[config.mk]
export PLATFORM = sky130hd
export DESIGN_NAME = cacheController
export DESIGN_NICKNAME = d
export VERILOG_FILES = /design/src/memSysPkg.sv /design/src/cacheController.sv
export VERILOG_INCLUDE_DIRS = /design/src
export SDC_FILE = /design/constraint.sdc
export NUM_CORES = 1
export LEC_CHECK = 0
export BUFFER_PORTS_ARGS = -buffer_cell sky130_fd_sc_hd__buf_2
export CORE_UTILIZATION = 36
export DETAILED_ROUTE_END_ITERATION = 8
export GPL_TIMING_DRIVEN = 0
export PLACE_DENSITY = 0.86
export SYNTH_ARGS = -nofsm -noshare
export SYNTH_HDL_FRONTEND = slang
export SYNTH_SLANG_ARGS = --single-unit
export TNS_END_PERCENT = 5
[constraint.sdc]
create_clock -name clk -period 6.61 [get_ports clk]
set_input_delay 1.322 -clock clk [delete_from_list [all_inputs] [get_ports clk]]
set_output_delay 1.322 -clock clk [all_outputs]
set_load 0.03 [all_outputs]
[src/memSystem_consts.svh]
//####################################################################
// memory system constants
// address split, line size, bank count and memory timing
//####################################################################
`ifndef MEMSYSTEM_CONSTS_SVH
`define MEMSYSTEM_CONSTS_SVH

// byte address split for the direct-mapped cache
`define TAG_W 5
`define INDEX_W 8
`define OFFSET_W 3

// 16-bit words per cache line
`define LINE_WORDS 4

// backing memory banks, picked by address bits 2 to 1
`define NUM_BANKS 4

// cycles a bank stays occupied after an accepted access
`define BANK_BUSY 4
// accepted read to data out
`define RD_LAT 2

`endif

[src/memSysPkg.sv]
//####################################################################
// memory system types
// data word, two-view address word and controller states
//####################################################################
`include "memSystem_consts.svh"

package memSysPkg;

   typedef logic [15:0] word_t;

   // row within a bank holds the tag and index bits
   typedef logic [`TAG_W+`INDEX_W-1:0] row_t;

   // cache view of an address
   typedef struct packed {
      logic [`TAG_W-1:0]    tag;
      logic [`INDEX_W-1:0]  index;
      logic [`OFFSET_W-1:0] offset;
   } cacheView_t;

   // memory view of the same address
   typedef struct packed {
      row_t                          row;
      logic [$clog2(`NUM_BANKS)-1:0] bank;
      logic                          byteSel;
   } bankView_t;

   typedef union packed {
      cacheView_t cache;
      bankView_t  bank;
   } addr_u;

   // miss handling FSM states with code 14 left unused
   typedef enum logic [4:0] {
      IDLE          = 5'd0,
      COMP_RD       = 5'd1,
      COMP_WR       = 5'd2,
      RD_B0         = 5'd3,
      RD_B1         = 5'd4,
      RDB2_WRB0     = 5'd5,
      RDB3_WRB1     = 5'd6,
      WR_B2         = 5'd7,
      WR_B3         = 5'd8,
      EVICT_B0      = 5'd9,
      EVICT_B1      = 5'd10,
      EVICT_B2      = 5'd11,
      EVICT_B3      = 5'd12,
      FINALLY_WRITE = 5'd13,
      DONE          = 5'd15,
      WRITE_DONE    = 5'd16
   } ctrlState_e;

endpackage

[src/cacheController.sv]
//####################################################################
// cache miss controller
// compare, dirty line eviction, line fill and the pending store
//####################################################################
`timescale 1ns/1ps
`include "memSystem_consts.svh"

module cacheController (
   input  logic                 clk,
   input  logic                 reset,
   input  memSysPkg::addr_u     Addr,
   input  memSysPkg::word_t     DataIn,
   input  logic                 Rd,
   input  logic                 Wr,
   input  logic                 cacheHit,
   input  logic                 cacheDirty,
   input  logic                 cacheValid,
   input  logic [`TAG_W-1:0]    cacheTag,
   input  logic                 cacheErr,
   input  memSysPkg::word_t     cacheData,
   input  memSysPkg::word_t     memData,
   input  logic                 memStall,
   output logic                 cacheEnable,
   output logic                 cacheComp,
   output logic                 cacheWrite,
   output memSysPkg::addr_u     cacheAddr,
   output memSysPkg::word_t     cacheDataIn,
   output memSysPkg::addr_u     memAddr,
   output logic                 memRd,
   output logic                 memWr,
   output logic                 Done,
   output logic                 Stall,
   output logic                 CacheHit
);

   localparam int BANK_W = $clog2(`NUM_BANKS);

   memSysPkg::ctrlState_e state;
   memSysPkg::ctrlState_e nextState;
   memSysPkg::ctrlState_e reqState;
   memSysPkg::ctrlState_e compState;
   logic [BANK_W-1:0]     evictWord;

   // address of one word of the requested line under a given tag
   function automatic memSysPkg::addr_u wordAddr(
      input memSysPkg::addr_u  base,
      input logic [`TAG_W-1:0] tag,
      input logic [BANK_W-1:0] word
   );
      memSysPkg::addr_u a;
      a = base;
      a.cache.tag    = tag;
      a.cache.offset = {word, 1'b0};
      return a;
   endfunction

   //####################################################################
   // request decode and compare outcome
   //####################################################################

   // both or neither strobe means no request
   always_comb begin
      if (Rd && !Wr) begin
         reqState = memSysPkg::COMP_RD;
      end else if (Wr && !Rd) begin
         reqState = memSysPkg::COMP_WR;
      end else begin
         reqState = memSysPkg::IDLE;
      end
   end

   // a bad address ends the request without touching memory
   always_comb begin
      if (cacheErr || (cacheHit && cacheValid)) begin
         compState = memSysPkg::DONE;
      end else if (cacheDirty) begin
         compState = memSysPkg::EVICT_B0;
      end else begin
         compState = memSysPkg::RD_B0;
      end
   end

   // eviction states are consecutive, one per line word
   assign evictWord = BANK_W'(state - memSysPkg::EVICT_B0);

   assign Stall = !(state inside {memSysPkg::IDLE, memSysPkg::DONE, memSysPkg::WRITE_DONE});

   always_ff @(posedge clk) begin
      if (reset) begin
         state <= memSysPkg::IDLE;
      end else begin
         state <= nextState;
      end
   end

   //####################################################################
   // state outputs and transitions
   //####################################################################

   always_comb begin
      cacheEnable = 1'b0;
      cacheComp   = 1'b0;
      cacheWrite  = 1'b0;
      cacheAddr   = Addr;
      cacheDataIn = DataIn;
      memAddr     = wordAddr(Addr, Addr.cache.tag, '0);
      memRd       = 1'b0;
      memWr       = 1'b0;
      Done        = 1'b0;
      CacheHit    = 1'b0;
      nextState   = state;
      unique case (state)
         memSysPkg::IDLE: begin
            cacheEnable = Rd ^ Wr;
            nextState   = reqState;
         end
         memSysPkg::COMP_RD: begin
            cacheEnable = 1'b1;
            cacheComp   = 1'b1;
            nextState   = compState;
         end
         memSysPkg::COMP_WR: begin
            cacheEnable = 1'b1;
            cacheComp   = 1'b1;
            // store lands only on a hit
            cacheWrite  = ~cacheErr;
            nextState   = compState;
         end
         memSysPkg::EVICT_B0, memSysPkg::EVICT_B1,
         memSysPkg::EVICT_B2, memSysPkg::EVICT_B3: begin
            // old line goes back to memory under its own tag
            cacheEnable = 1'b1;
            cacheAddr   = wordAddr(Addr, Addr.cache.tag, evictWord);
            memAddr     = wordAddr(Addr, cacheTag, evictWord);
            memWr       = 1'b1;
            if (!memStall) begin
               nextState = (state == memSysPkg::EVICT_B3) ? memSysPkg::RD_B0
                         : memSysPkg::ctrlState_e'(state + 5'd1);
            end
         end
         memSysPkg::RD_B0: begin
            memRd = 1'b1;
            if (!memStall) nextState = memSysPkg::RD_B1;
         end
         memSysPkg::RD_B1: begin
            memRd   = 1'b1;
            memAddr = wordAddr(Addr, Addr.cache.tag, BANK_W'(1));
            if (!memStall) nextState = memSysPkg::RDB2_WRB0;
         end
         memSysPkg::RDB2_WRB0: begin
            // word 0 has arrived while word 2 is requested
            memRd       = 1'b1;
            memAddr     = wordAddr(Addr, Addr.cache.tag, BANK_W'(2));
            cacheEnable = 1'b1;
            cacheWrite  = 1'b1;
            cacheAddr   = wordAddr(Addr, Addr.cache.tag, BANK_W'(0));
            cacheDataIn = memData;
            if (!memStall) nextState = memSysPkg::RDB3_WRB1;
         end
         memSysPkg::RDB3_WRB1: begin
            memRd       = 1'b1;
            memAddr     = wordAddr(Addr, Addr.cache.tag, BANK_W'(3));
            cacheEnable = 1'b1;
            cacheWrite  = 1'b1;
            cacheAddr   = wordAddr(Addr, Addr.cache.tag, BANK_W'(1));
            cacheDataIn = memData;
            if (!memStall) nextState = memSysPkg::WR_B2;
         end
         memSysPkg::WR_B2: begin
            cacheEnable = 1'b1;
            cacheWrite  = 1'b1;
            cacheAddr   = wordAddr(Addr, Addr.cache.tag, BANK_W'(2));
            cacheDataIn = memData;
            nextState   = memSysPkg::WR_B3;
         end
         memSysPkg::WR_B3: begin
            cacheEnable = 1'b1;
            cacheWrite  = 1'b1;
            cacheAddr   = wordAddr(Addr, Addr.cache.tag, BANK_W'(3));
            cacheDataIn = memData;
            // a store still has to merge into the fresh line
            nextState   = (Wr && !Rd) ? memSysPkg::FINALLY_WRITE : memSysPkg::WRITE_DONE;
         end
         memSysPkg::FINALLY_WRITE: begin
            cacheEnable = 1'b1;
            cacheComp   = 1'b1;
            cacheWrite  = 1'b1;
            nextState   = memSysPkg::WRITE_DONE;
         end
         memSysPkg::WRITE_DONE: begin
            cacheEnable = 1'b1;
            Done        = 1'b1;
            nextState   = reqState;
         end
         memSysPkg::DONE: begin
            cacheEnable = 1'b1;
            Done        = 1'b1;
            // aborted requests end here too, but never as a hit
            CacheHit    = ~cacheErr;
            nextState   = reqState;
         end
         default: begin
            nextState = memSysPkg::IDLE;
         end
      endcase
   end

   // requester drops its strobe on Done, so no back-to-back Done
   assert property (@(posedge clk) disable iff (reset) Done |=> !Done);
   assert property (@(posedge clk) disable iff (reset) !(memRd && memWr));

endmodule

# Word level (Yosys, flattened, before mapping)
# Cells that the tools add are included.
[word_totals]
input_bits = 78
output_inout_bits = 56
wordCells = 66
register_bits = 5
[classes]
muxes = 22
n_eq_ne = 20
reduce_logical = 19
addsub = 2
n_bitwise = 2
[op_table]
columns = ["operator", "count"]
rows = [
  ["$pmux 16 s4", 1],
  ["$pmux 5 s10", 1],
  ["$eq 5x4->1 const B", 7],
  ["$mux 5", 7],
  ["$eq 5x3->1 const B", 4],
  ["$mux 16", 1],
  ["$pmux 3 s5", 1],
  ["$reduce_or 13->1", 1],
  ["$reduce_or 4->1", 3],
  ["$eq 5x2->1 const B", 2],
  ["$ne 2x2->1 const B", 5],
  ["$mux 4", 2],
  ["$reduce_or 3->1", 2],
  ["$add 5x1->5 const B", 1],
  ["$eq 5x1->1 const B", 1],
  ["$eq 5x5->1 const B", 1],
  ["$logic_not 5->1", 1],
  ["$mux 1", 5],
  ["$reduce_and 5->1", 1],
  ["$reduce_or 5->1", 1],
  ["$mux 2", 2],
  ["$pmux 1 s2", 2],
  ["$reduce_or 2->1", 2],
  ["$logic_and 1x1->1", 3],
  ["6 further kinds", 8],
]

# Longest topological paths before layout
# Gate-level depths: netlist of run 1.
[depth]
ltp_word = 5
ltp_mapped = 9
depth_no_buf = 9

# Least setup slack after synthesis of run 1
# Ideal clock, no wire load.
[synth_path]
kind = "input -> output"
startpoint = "input Rd"
endpoint = "output cacheEnable"
path_buffers = 0
arrival_ps = 2200
slack_ps = 3088
required_time_ps = 5288
cell_stages = 5
cell_sequence = "inv_1 ha_1 nand2_1 a311oi_1 nand3_1"
[synth_between]
elab_chain_len = 2
[synth_lines]
columns = ["item", "line", "text"]
rows = [
  ["start, declared", "cacheController.sv:13", "input logic Rd,"],
  ["$xor 1x1->1", "cacheController.sv:114", "cacheEnable = Rd ^ Wr;"],
  ["$pmux 1 s2", "cacheController.sv:112", "unique case (state)"],
  ["end, declared", "cacheController.sv:23", "output logic cacheEnable,"],
]
# Every way passes these cells.

# Worst setup path after layout of run 1
[layout_path]
startpoint = "register state[0]"
endpoint = "output cacheDataIn[0]"
[layout_between]
elab_chain_len = 3
elab_cells_between_ends = 6
classes_between = "eq/ne (4); mux (1); reduce/logical (1)"
[layout_lines]
columns = ["item", "line", "text"]
rows = [
  ["start, declared", "cacheController.sv:38", "memSysPkg::ctrlState_e state;"],
  ["start signal, assigned", "cacheController.sv:90", "state <= memSysPkg::IDLE;"],
  ["start signal, assigned", "cacheController.sv:92", "state <= nextState;"],
  ["$eq 5x3->1 or $eq 5x4->1 (tied branches)", "cacheController.sv:112", ""],
  ["$reduce_or 4->1 (no source line) (*)", "-", ""],
  ["$mux 16 (*)", "cacheController.sv:112", ""],
  ["end, declared", "cacheController.sv:27", "output memSysPkg::word_t cacheDataIn,"],
]
# Every way passes the cells marked *; elsewhere a longest branch is shown, timed or not.

==> flow_metrics.tcl, run 1 <==
set metrics [dict create \
    regArea_um2 100 \
    netlist_instances 148 \
    reg2reg_to "state[0]$_SDFFE_PP0P_" \
    drv_cap 0 \
    cts_resized 0 \
    drc 0 \
    largest_reg_flops 5 \
    clock_sinks 5 \
    power_per_cell_area_nw_per_um2 411 \
    ir_drop_uv 200 \
    fin_util 0.585 \
    fin_crit_ps 3880 \
    holdBufCountCts 0 \
    worst_hold_path_type "flip-flop to flip-flop" \
    top_regs "state (5)" \
    grt_antenna_before_repair 0 \
    synth_top_area_share 0.206 \
    grtUsageTotal 0.216 \
    hold_viol 0 \
    layout.nets 347 \
    setup_viol 0 \
    ys_ff_latch 5 \
    die_h_um 58.5 \
    dr_wl_met3_um 313 \
    vias 1492 \
    yosysWarnings 0 \
    routabilityCongestion 0.885 \
    drive_above_1_share 0.654 \
    die-area_um2 3420 \
    clkTransAtPathRegs_ps 50 \
    synth-seq-area-share 0.0871 \
    clk_latency_ps 250 \
    post_cts_buffers 0 \
    tritoncts "yes" \
    synth_nets 234 \
    cts_root_buffer "clkbuf_4" \
    hold-worst-slack_ps 542 \
    path_max_fanout 10 \
    initial_utilization 0.379 \
    yosys.area.top_type "mux2_2" \
    status "complete, no violations" \
    yosysUniqueCellTypes 39 \
    finalMaxSlewViolations 0 \
    setup.worst_path.start "state[0]$_SDFFE_PP0P_" \
    rows 20 \
    power.leakage_nw 0.979 \
    worstPathRequired_ps 5290 \
    gr-total-overflow 0 \
    cp-end-kind "output port" \
    wl_met1_mm 1.42 \
    coreArea_um2 3030 \
    grt_pass1_vias 1345 \
    drt_iter0_drc 69 \
    pin_count 134 \
    synth_area_um2 1150 \
    r2r_slack_ps 4150 \
    fmax_mhz 258 \
    crit_type "flip-flop to output port" \
    io_buffers 108 \
    final_antenna_net_count 0 \
    diodes 0 \
    fillCellCount 307 \
    grt_pass1_wl_mm 5.80 \
    wirelength_mm 3.75 \
    worst_slew_pin_slew_ps 687 \
    met2_wirelength_mm 1.99 \
    crit_arrival_ps 2560 \
    clock_skew_ps 3.61 \
    hpwl_mm 3.08 \
    rsz0062_at_grt "false" \
    start_kind "flip-flop" \
    syn_avg_cell_area_um2 7.76 \
    grt_max_degree 11 \
    routed_via_density 4.91 \
    largest_register "state" \
    multi_input_area_um2 823 \
    rr_worst_depth 9 \
    crit_path_end "cacheDataIn[0]" \
    setup_tns_ps 0 \
    clockBufferDepth 2 \
    synth.area.top_cells "mux2_2 (21%), buf_4 (14%), dfxtp_1 (8.7%)" \
    first_pass_iters 7 \
    numCtsBuffers 3 \
    r2r_start "state[0]$_SDFFE_PP0P_" \
    cts_max_level 1 \
    max-slew-margin-rel 0.538 \
    die_w_um 58.5 \
    area_growth_pct 54.1 \
    highest_layer "met4" \
    hp-start "state[1]$_SDFFE_PP0P_" \
    post_drt_wl_per_cell_um 12.3 \
    period_share 0.587 \
]
[cell families after synthesis]
logic type               Yosys count  synth area share
other                              1           0.00326
adder cells (fa/ha/maj)            8            0.0871
buffers and inverters             36             0.196
multiplexers                      21             0.206
AO/OA/AOI/OAI                     34             0.217
AND/OR/NAND/NOR                   43             0.204
flip-flops                         5            0.0871
[Yosys cell counts, drive strengths merged]
cell type  number
or3             1
buf            27
nand2          11
a311oi          4
a211oi          3
and2            1
a31oi           1
a22oi           1
o21ba           1
o22ai           2
a21o            2
mux2           21
nor2           12
nand3b          2
o21ai           6
o311a           1
nand2b          1
ha              8
nand3           4
a21oi          10
dfxtp           5
a21boi          1
inv             9
conb            1
nor3            1
and3b           1
a311o           1
o41ai           1
nor4b           1
nor4            1
and3            3
nor2b           4
[critical path, cell delays in order (launching register included)]
cell and delay [ps]:
dfxtp_1 430, inv_1 110, ha_1 310, and2_2 280
nand2b_1 110, a21oi_1 120, a21oi_1 160, buf_2 260
mux2_2 360, buf_2 170
[power by group]
group	switching (W)	internal, W	leakage [nW]	total (W)
clock network	0.0000150	0.0000230	0.0150	0.0000379
registers	0.0000112	0.0000416	0.0411	0.0000529
logic	0.000407	0.000229	0.923	0.000636
[cell usage in the layout, fill, tap and decap left out, types with 2 or more instances in the layout]
cell type | netlist | final
buf_2 | 4 | 112
buf_4 | 22 | 22
mux2_2 | 21 | 21
nor2_1 | 12 | 12
nand2_1 | 11 | 11
a21oi_1 | 9 | 9
inv_1 | 8 | 8
ha_1 | 8 | 8
o21ai_0 | 5 | 5
dfxtp_1 | 5 | 5
nor2b_1 | 4 | 4
nand3_1 | 4 | 4
a311oi_1 | 4 | 4
a211oi_1 | 3 | 3
clkbuf_4 | 0 | 3
and3_2 | 2 | 2
o22ai_1 | 2 | 2
nand3b_1 | 2 | 2
[metrics by stage]
stage	instance area [um2]	std cells	total power, W	worst slack [ps]
finish	1770	304	0.000727	2730
global route	1770	304	0.000779	2580
CTS	1770	304	0.000725	2720
detailed placement	1740	300	0.000683	2940
global placement	1740	300	0.000681	2950
floorplan	1150	148	0.000532	3090
[worst min-delay path by stage]
| stage | depth (start not counted) | slack [ps] | end |
|---|---|---|---|
| finish | 2 | 540 | state[1]$_SDFFE_PP0P_ |
| global route | 2 | 600 | state[1]$_SDFFE_PP0P_ |
| CTS | 2 | 540 | state[1]$_SDFFE_PP0P_ |
| detailed placement | 2 | 540 | state[1]$_SDFFE_PP0P_ |
| global placement | 2 | 530 | state[1]$_SDFFE_PP0P_ |
| floorplan | 2 | 500 | state[1]$_SDFFE_PP0P_ |
[area by class of cell]
type	instances	area share
multi-input combinational	107	0.465
sequential	5	0.0565
timing repair buffer	108	0.305
buffer	27	0.107
inverter	9	0.0205
clock buffer	4	0.0148
tap	44	0.0311
[routing by layer]
metal | up-vias | track usage
met5 | - | 0
met4 | 0 | 0.0646
met3 | 2 | 0.0484
met2 | 81 | 0.407
met1 | 678 | 0.241
li1 | 731 | -
(Power assumes the default switching activity.)
==> run 2: changes to the inputs <==
- CORE_UTILIZATION: 36 -> 31
- PLACE_DENSITY: 0.86 -> 0.79
- clock period: 6.61 -> 3.3 ns (I/O delays scaled with it)
==> flow_metrics.tcl, run 2 (synthesis results as in run 1) <==
set metrics [dict create \
    status "complete, no violations" \
    clock_sinks 5 \
    grt_antenna_before_repair 0 \
    gr-total-overflow 0 \
    cts_resized 0 \
    hold_depth 2 \
    clk_latency_ps 230 \
    routed_via_density 4.80 \
    rr_worst_depth 9 \
    setup_tns_ps 0 \
    reg2reg_to "state[1]$_SDFFE_PP0P_" \
    io_buffers 108 \
    rsz0062_at_grt "false" \
    die_w_um 62.9 \
    final_antenna_net_count 0 \
    grtUsageTotal 0.177 \
    worst_slew_pin_slew_ps 663 \
    place_area_um2 1750 \
    grt_pass1_vias 1332 \
    largest_register "state" \
    initial_utilization 0.334 \
    drc 0 \
    r2r_slack_ps 960 \
    rows 21 \
    clockBufferDepth 2 \
    hpwl_mm 3.10 \
    ir_drop_uv 379 \
    top_regs "state (5)" \
    start_kind "flip-flop" \
    final.setup.worst_slack_ps 213 \
    die_h_um 62.9 \
    pre_cts_slack_ps 334 \
    grt_max_degree 11 \
    holdBufCountCts 0 \
    tritoncts "yes" \
    vias 1468 \
    cp-end-kind "output port" \
    finalMaxSlewViolations 0 \
    wirelength_mm 3.69 \
    layout.nets 347 \
    clock_skew_ps 2.14 \
    power_per_cell_area_nw_per_um2 837 \
    grtUsageMet1 0.195 \
    drv_cap 0 \
    fin_crit_ps 3090 \
    pin_count 134 \
    crit_type "flip-flop to output port" \
    max-slew-margin-rel 0.554 \
    clkTransAtPathRegs_ps 40 \
    diodes 0 \
    power.total_w 0.00150 \
    use_met3 0.0292 \
    cts_max_level 1 \
    grt_busiest_layer "met2" \
    fmax_mhz 324 \
    post_drt_wl_per_cell_um 12.1 \
    path_max_fanout 10 \
    grt_util_met2 0.340 \
    hold_viol 0 \
    setup_viol 0 \
    numCtsBuffers 3 \
    grt_pass1_wl_mm 5.80 \
    worstPathRequired_ps 2640 \
    drt_iter0_drc 27 \
    r2r_start "state[0]$_SDFFE_PP0P_" \
    hp-start "state[1]$_SDFFE_PP0P_" \
    routabilityCongestion 0.915 \
    fin_util 0.522 \
    holdPathEnd "state[1]$_SDFFE_PP0P_" \
    period_share 0.935 \
    die-area_um2 3950 \
    cts_root_buffer "clkbuf_8" \
    fillCellCount 341 \
    coreArea_um2 3440 \
    largest_reg_flops 5 \
    final_cell_area_um2 1800 \
    drive_above_1_share 0.658 \
    worst_hold_path_type "flip-flop to flip-flop" \
    mostFrequentLayoutCells "buf_2 (110), buf_4 (23), mux2_2 (21)" \
    final_common_cell "buf_2" \
    power.leakage_nw 0.990 \
    area_growth_pct 56.5 \
    post_cts_buffers 0 \
    first_pass_iters 4 \
    crit_arrival_ps 2430 \
]
## run 2: layout make-up
class	count	area, um2	share of cell area
Buffer	27	194	0.108
Clock buffer	4	45.0	0.0251
Inverter	9	36.3	0.0202
Multi-Input combinational cell	107	823	0.458
Sequential cell	5	101	0.0564
Tap cell	46	57.6	0.0320
Timing Repair Buffer	108	541	0.301
## run 2: where the power goes
| part | switching [W] | internal [W] |
|---|---|---|
| logic | 0.000812 | 0.000465 |
| clock network | 0.0000361 | 0.0000835 |
| registers | 0.0000231 | 0.0000847 |
| total | 0.000871 | 0.000634 |
## run 2: stage by stage
stage | cells | hold slack, ps
6_report | 306 | 536
2_1_floorplan | 148 | 503
3_3_place_gp | 302 | 529
4_1_cts | 306 | 538
3_5_place_dp | 302 | 533
5_1_grt | 306 | 606
## run 2: how the worst max path moves through the flow
stage	slack, ps	startpoint	to	depth (start not counted)
floorplan	680	state[0]$_SDFFE_PP0P_	memAddr[11]	7
global placement	320	state[0]$_SDFFE_PP0P_	cacheDataIn[1]	9
detailed placement	330	state[0]$_SDFFE_PP0P_	cacheDataIn[1]	9
CTS	90	state[0]$_SDFFE_PP0P_	cacheDataIn[1]	9
global route	30	state[0]$_SDFFE_PP0P_	cacheDataIn[11]	9
finish	210	state[0]$_SDFFE_PP0P_	cacheDataIn[11]	9
## run 2: metal layers
layer,vias to the layer above,wire length [um]
li1,730,-
met1,651,1420
met2,83,1950
met3,4,291
met4,0,31
met5,-,0
## run 2: critical path, cell delays in order (launching register included)
cell	delay, ps
dfxtp_2	380
inv_1	90
ha_1	290
and2_2	270
nand2b_1	100
a21oi_1	110
a21oi_1	190
clkbuf_4	240
mux2_2	340
buf_2	180
==> run 3: changes to the inputs <==
- ABC_AREA: default -> 1
- PLACE_DENSITY: 0.79 -> 0.78
==> flow_metrics.tcl, run 3 <==
set metrics [dict create \
    largest_reg_flops 5 \
    numCtsBuffers 3 \
    crit_arrival_ps 2010 \
    synth.area.top_cells "nand2_1 (31%), buf_4 (15%), dfxtp_1 (8.4%)" \
    initial_utilization 0.325 \
    holdPathEnd "state[1]$_SDFFE_PP0P_" \
    power_per_cell_area_nw_per_um2 919 \
    gr-total-overflow 0 \
    largest_register "state" \
    grt_antenna_before_repair 0 \
    routed_via_density 4.33 \
    setup_viol 0 \
    rows 22 \
    syn_avg_cell_area_um2 5.53 \
    yosysMostFrequentCell "nand2_1" \
    place_area_um2 1790 \
    synth_ff_type "dfxtp_1" \
    worstPathRequired_ps 2640 \
    cts_max_level 1 \
    ir_drop_uv 390 \
    path_buf_inv 4 \
    clock_sinks 5 \
    r2r_start "state[0]$_SDFFE_PP0P_" \
    die_w_um 63.9 \
    ys_ff_latch 5 \
    drive_above_1_share 0.465 \
    hold_viol 0 \
    yosys.area.top_type "nand2_1" \
    wirelength_mm 3.38 \
    finalMaxSlewViolations 0 \
    synth_common_cells "nand2_1 (99), buf_4 (23), inv_1 (19), nor2_1 (13), nand3_1 (9)" \
    fin_crit_ps 2670 \
    clk_latency_ps 220 \
    netlist_instances 215 \
    worst_hold_path_type "flip-flop to flip-flop" \
    crit_chain "inv_1 > ha_1 > nand2_1 > nor2_1 > inv_2 > nand2_4 > buf_4 > nor2_4 > nand2_1 > nand4_1 > buf_2" \
    grt_pass1_wl_mm 5.19 \
    rsz0062_at_grt "false" \
    r2r_slack_ps 1520 \
    clkTransAtPathRegs_ps 30 \
    diodes 0 \
    io_buffers 108 \
    period_share 0.809 \
    drt_iter0_drc 30 \
    area_growth_pct 54.3 \
    final_common_cell "buf_2" \
    setup.worst_path.start "state[0]$_SDFFE_PP0P_" \
    hold-worst-slack_ps 532 \
    coreArea_um2 3660 \
    final_cell_area_um2 1830 \
    hold_depth 2 \
    rr_worst_depth 8 \
    cts_root_buffer "clkbuf_8" \
    start_kind "flip-flop" \
    yosysUniqueCellTypes 25 \
    power.leakage_nw 1.18 \
    synth_nets 301 \
    path_delay_family "buffers and inverters" \
    layout.nets 414 \
    setup_tns_ps 0 \
    power.total_w 0.00169 \
    cpMaxStageDelayCell "dfxtp_1" \
    pin_count 134 \
    fmax_mhz 374 \
    vias 1623 \
    post_drt_wl_per_cell_um 9.01 \
    cp-end-kind "output port" \
    drv_cap 0 \
    ys_async_sr_fraction 0 \
    synth-seq-area-share 0.0842 \
    hpwl_mm 2.94 \
    final_antenna_net_count 0 \
    first_pass_iters 4 \
    crit_type "flip-flop to output port" \
    grtUsageTotal 0.159 \
    fin_cells 375 \
    yosysWarnings 0 \
    fillCellCount 405 \
    synth-edff-count 0 \
    status "complete, no violations" \
    synth_top_area_share 0.313 \
    clockBufferDepth 2 \
    drc 0 \
    cts_resized 0 \
    reg2reg_to "state[0]$_SDFFE_PP0P_" \
    clock_skew_ps 0.863 \
    synth_area_um2 1190 \
    holdBufCountCts 0 \
    die_h_um 63.9 \
    crit_path_frequent_cell "nand2_1" \
    path_max_fanout 10 \
    grt_max_degree 11 \
    dp.cells 371 \
    top_regs "state (5)" \
    grt_pass1_vias 1312 \
    routabilityCongestion 0.895 \
    cp.depth 11 \
    tritoncts "yes" \
    die-area_um2 4090 \
    mostFrequentLayoutCells "buf_2 (108), nand2_1 (99), buf_4 (23)" \
    post_cts_buffers 0 \
    max_stage_delay_ps 420 \
    hp-start "state[1]$_SDFFE_PP0P_" \
]
## run 3: changes by cell type after synthesis, moves of 3 or more
cell,delta
nand2_1,+88
mux2_2,-21
inv_1,+11
nand2_2,+5
nand3_1,+5
a311oi_1,-4
buf_2,-4
nor2b_1,-4
a211oi_1,-3
a21oi_1,-3
nand4_1,+3
## run 3: final cells by class
type / count / area, um2 / area share
Tap cell: 48 / 60.1 / 0.0327
Multi-Input combinational cell: 162 / 797 / 0.435
Timing Repair Buffer: 108 / 541 / 0.295
Clock buffer: 4 / 45.0 / 0.0246
Sequential cell: 5 / 100 / 0.0546
Inverter: 23 / 96.3 / 0.0525
Buffer: 25 / 195 / 0.106
## run 3: worst max-delay path by stage
| stage | end | slack [ps] |
|---|---|---|
| 6_report | cacheAddr[2] | 630 |
| 5_1_grt | cacheAddr[2] | 510 |
| 4_1_cts | cacheAddr[2] | 620 |
| 3_5_place_dp | cacheAddr[2] | 850 |
| 3_3_place_gp | cacheAddr[2] | 880 |
| 2_1_floorplan | cacheEnable | 800 |
## run 3: stage by stage
step,util,setup WS [ps]
3_5_place_dp,0.489,854
4_1_cts,0.501,615
3_3_place_gp,0.489,881
2_1_floorplan,-,796
6_report,0.501,629
5_1_grt,0.501,508
## run 3: report_power, final
group	internal [W]	leakage (nW)	switching, W	total (W)
Sequential	0.0000849	0.0410	0.0000354	0.000120
Combinational	0.000444	1.11	0.00101	0.00145
Clock	0.0000828	0.0228	0.0000291	0.000112
Total	0.000612	1.18	0.00107	0.00169
## run 3: kinds of logic (layout without fill, tap and decap cells)
logic type	after synthesis	in the layout	synth area share
buffers and inverters	48	160	0.245
other	1	1	0.00315
flip-flops	5	5	0.0842
adder cells (fa/ha/maj)	8	8	0.0842
AO/OA/AOI/OAI	17	17	0.0842
AND/OR/NAND/NOR	136	136	0.499
## run 3: worst register-to-register path: cells and delay by family, from the launching register on
kind	cells	cell delay, ps
AO/OA/AOI/OAI	3	590
flip-flops	1	420
adder cells (fa/ha/maj)	1	290
AND/OR/NAND/NOR	2	150
buffers and inverters	2	190
## run 3: routing by layer
metal,global-route usage,up-vias,share of wire
met5,0,-,0
met4,0.0625,0,0.012
met3,0.0196,4,0.090
met2,0.315,74,0.50
met1,0.166,683,0.39
li1,-,862,-
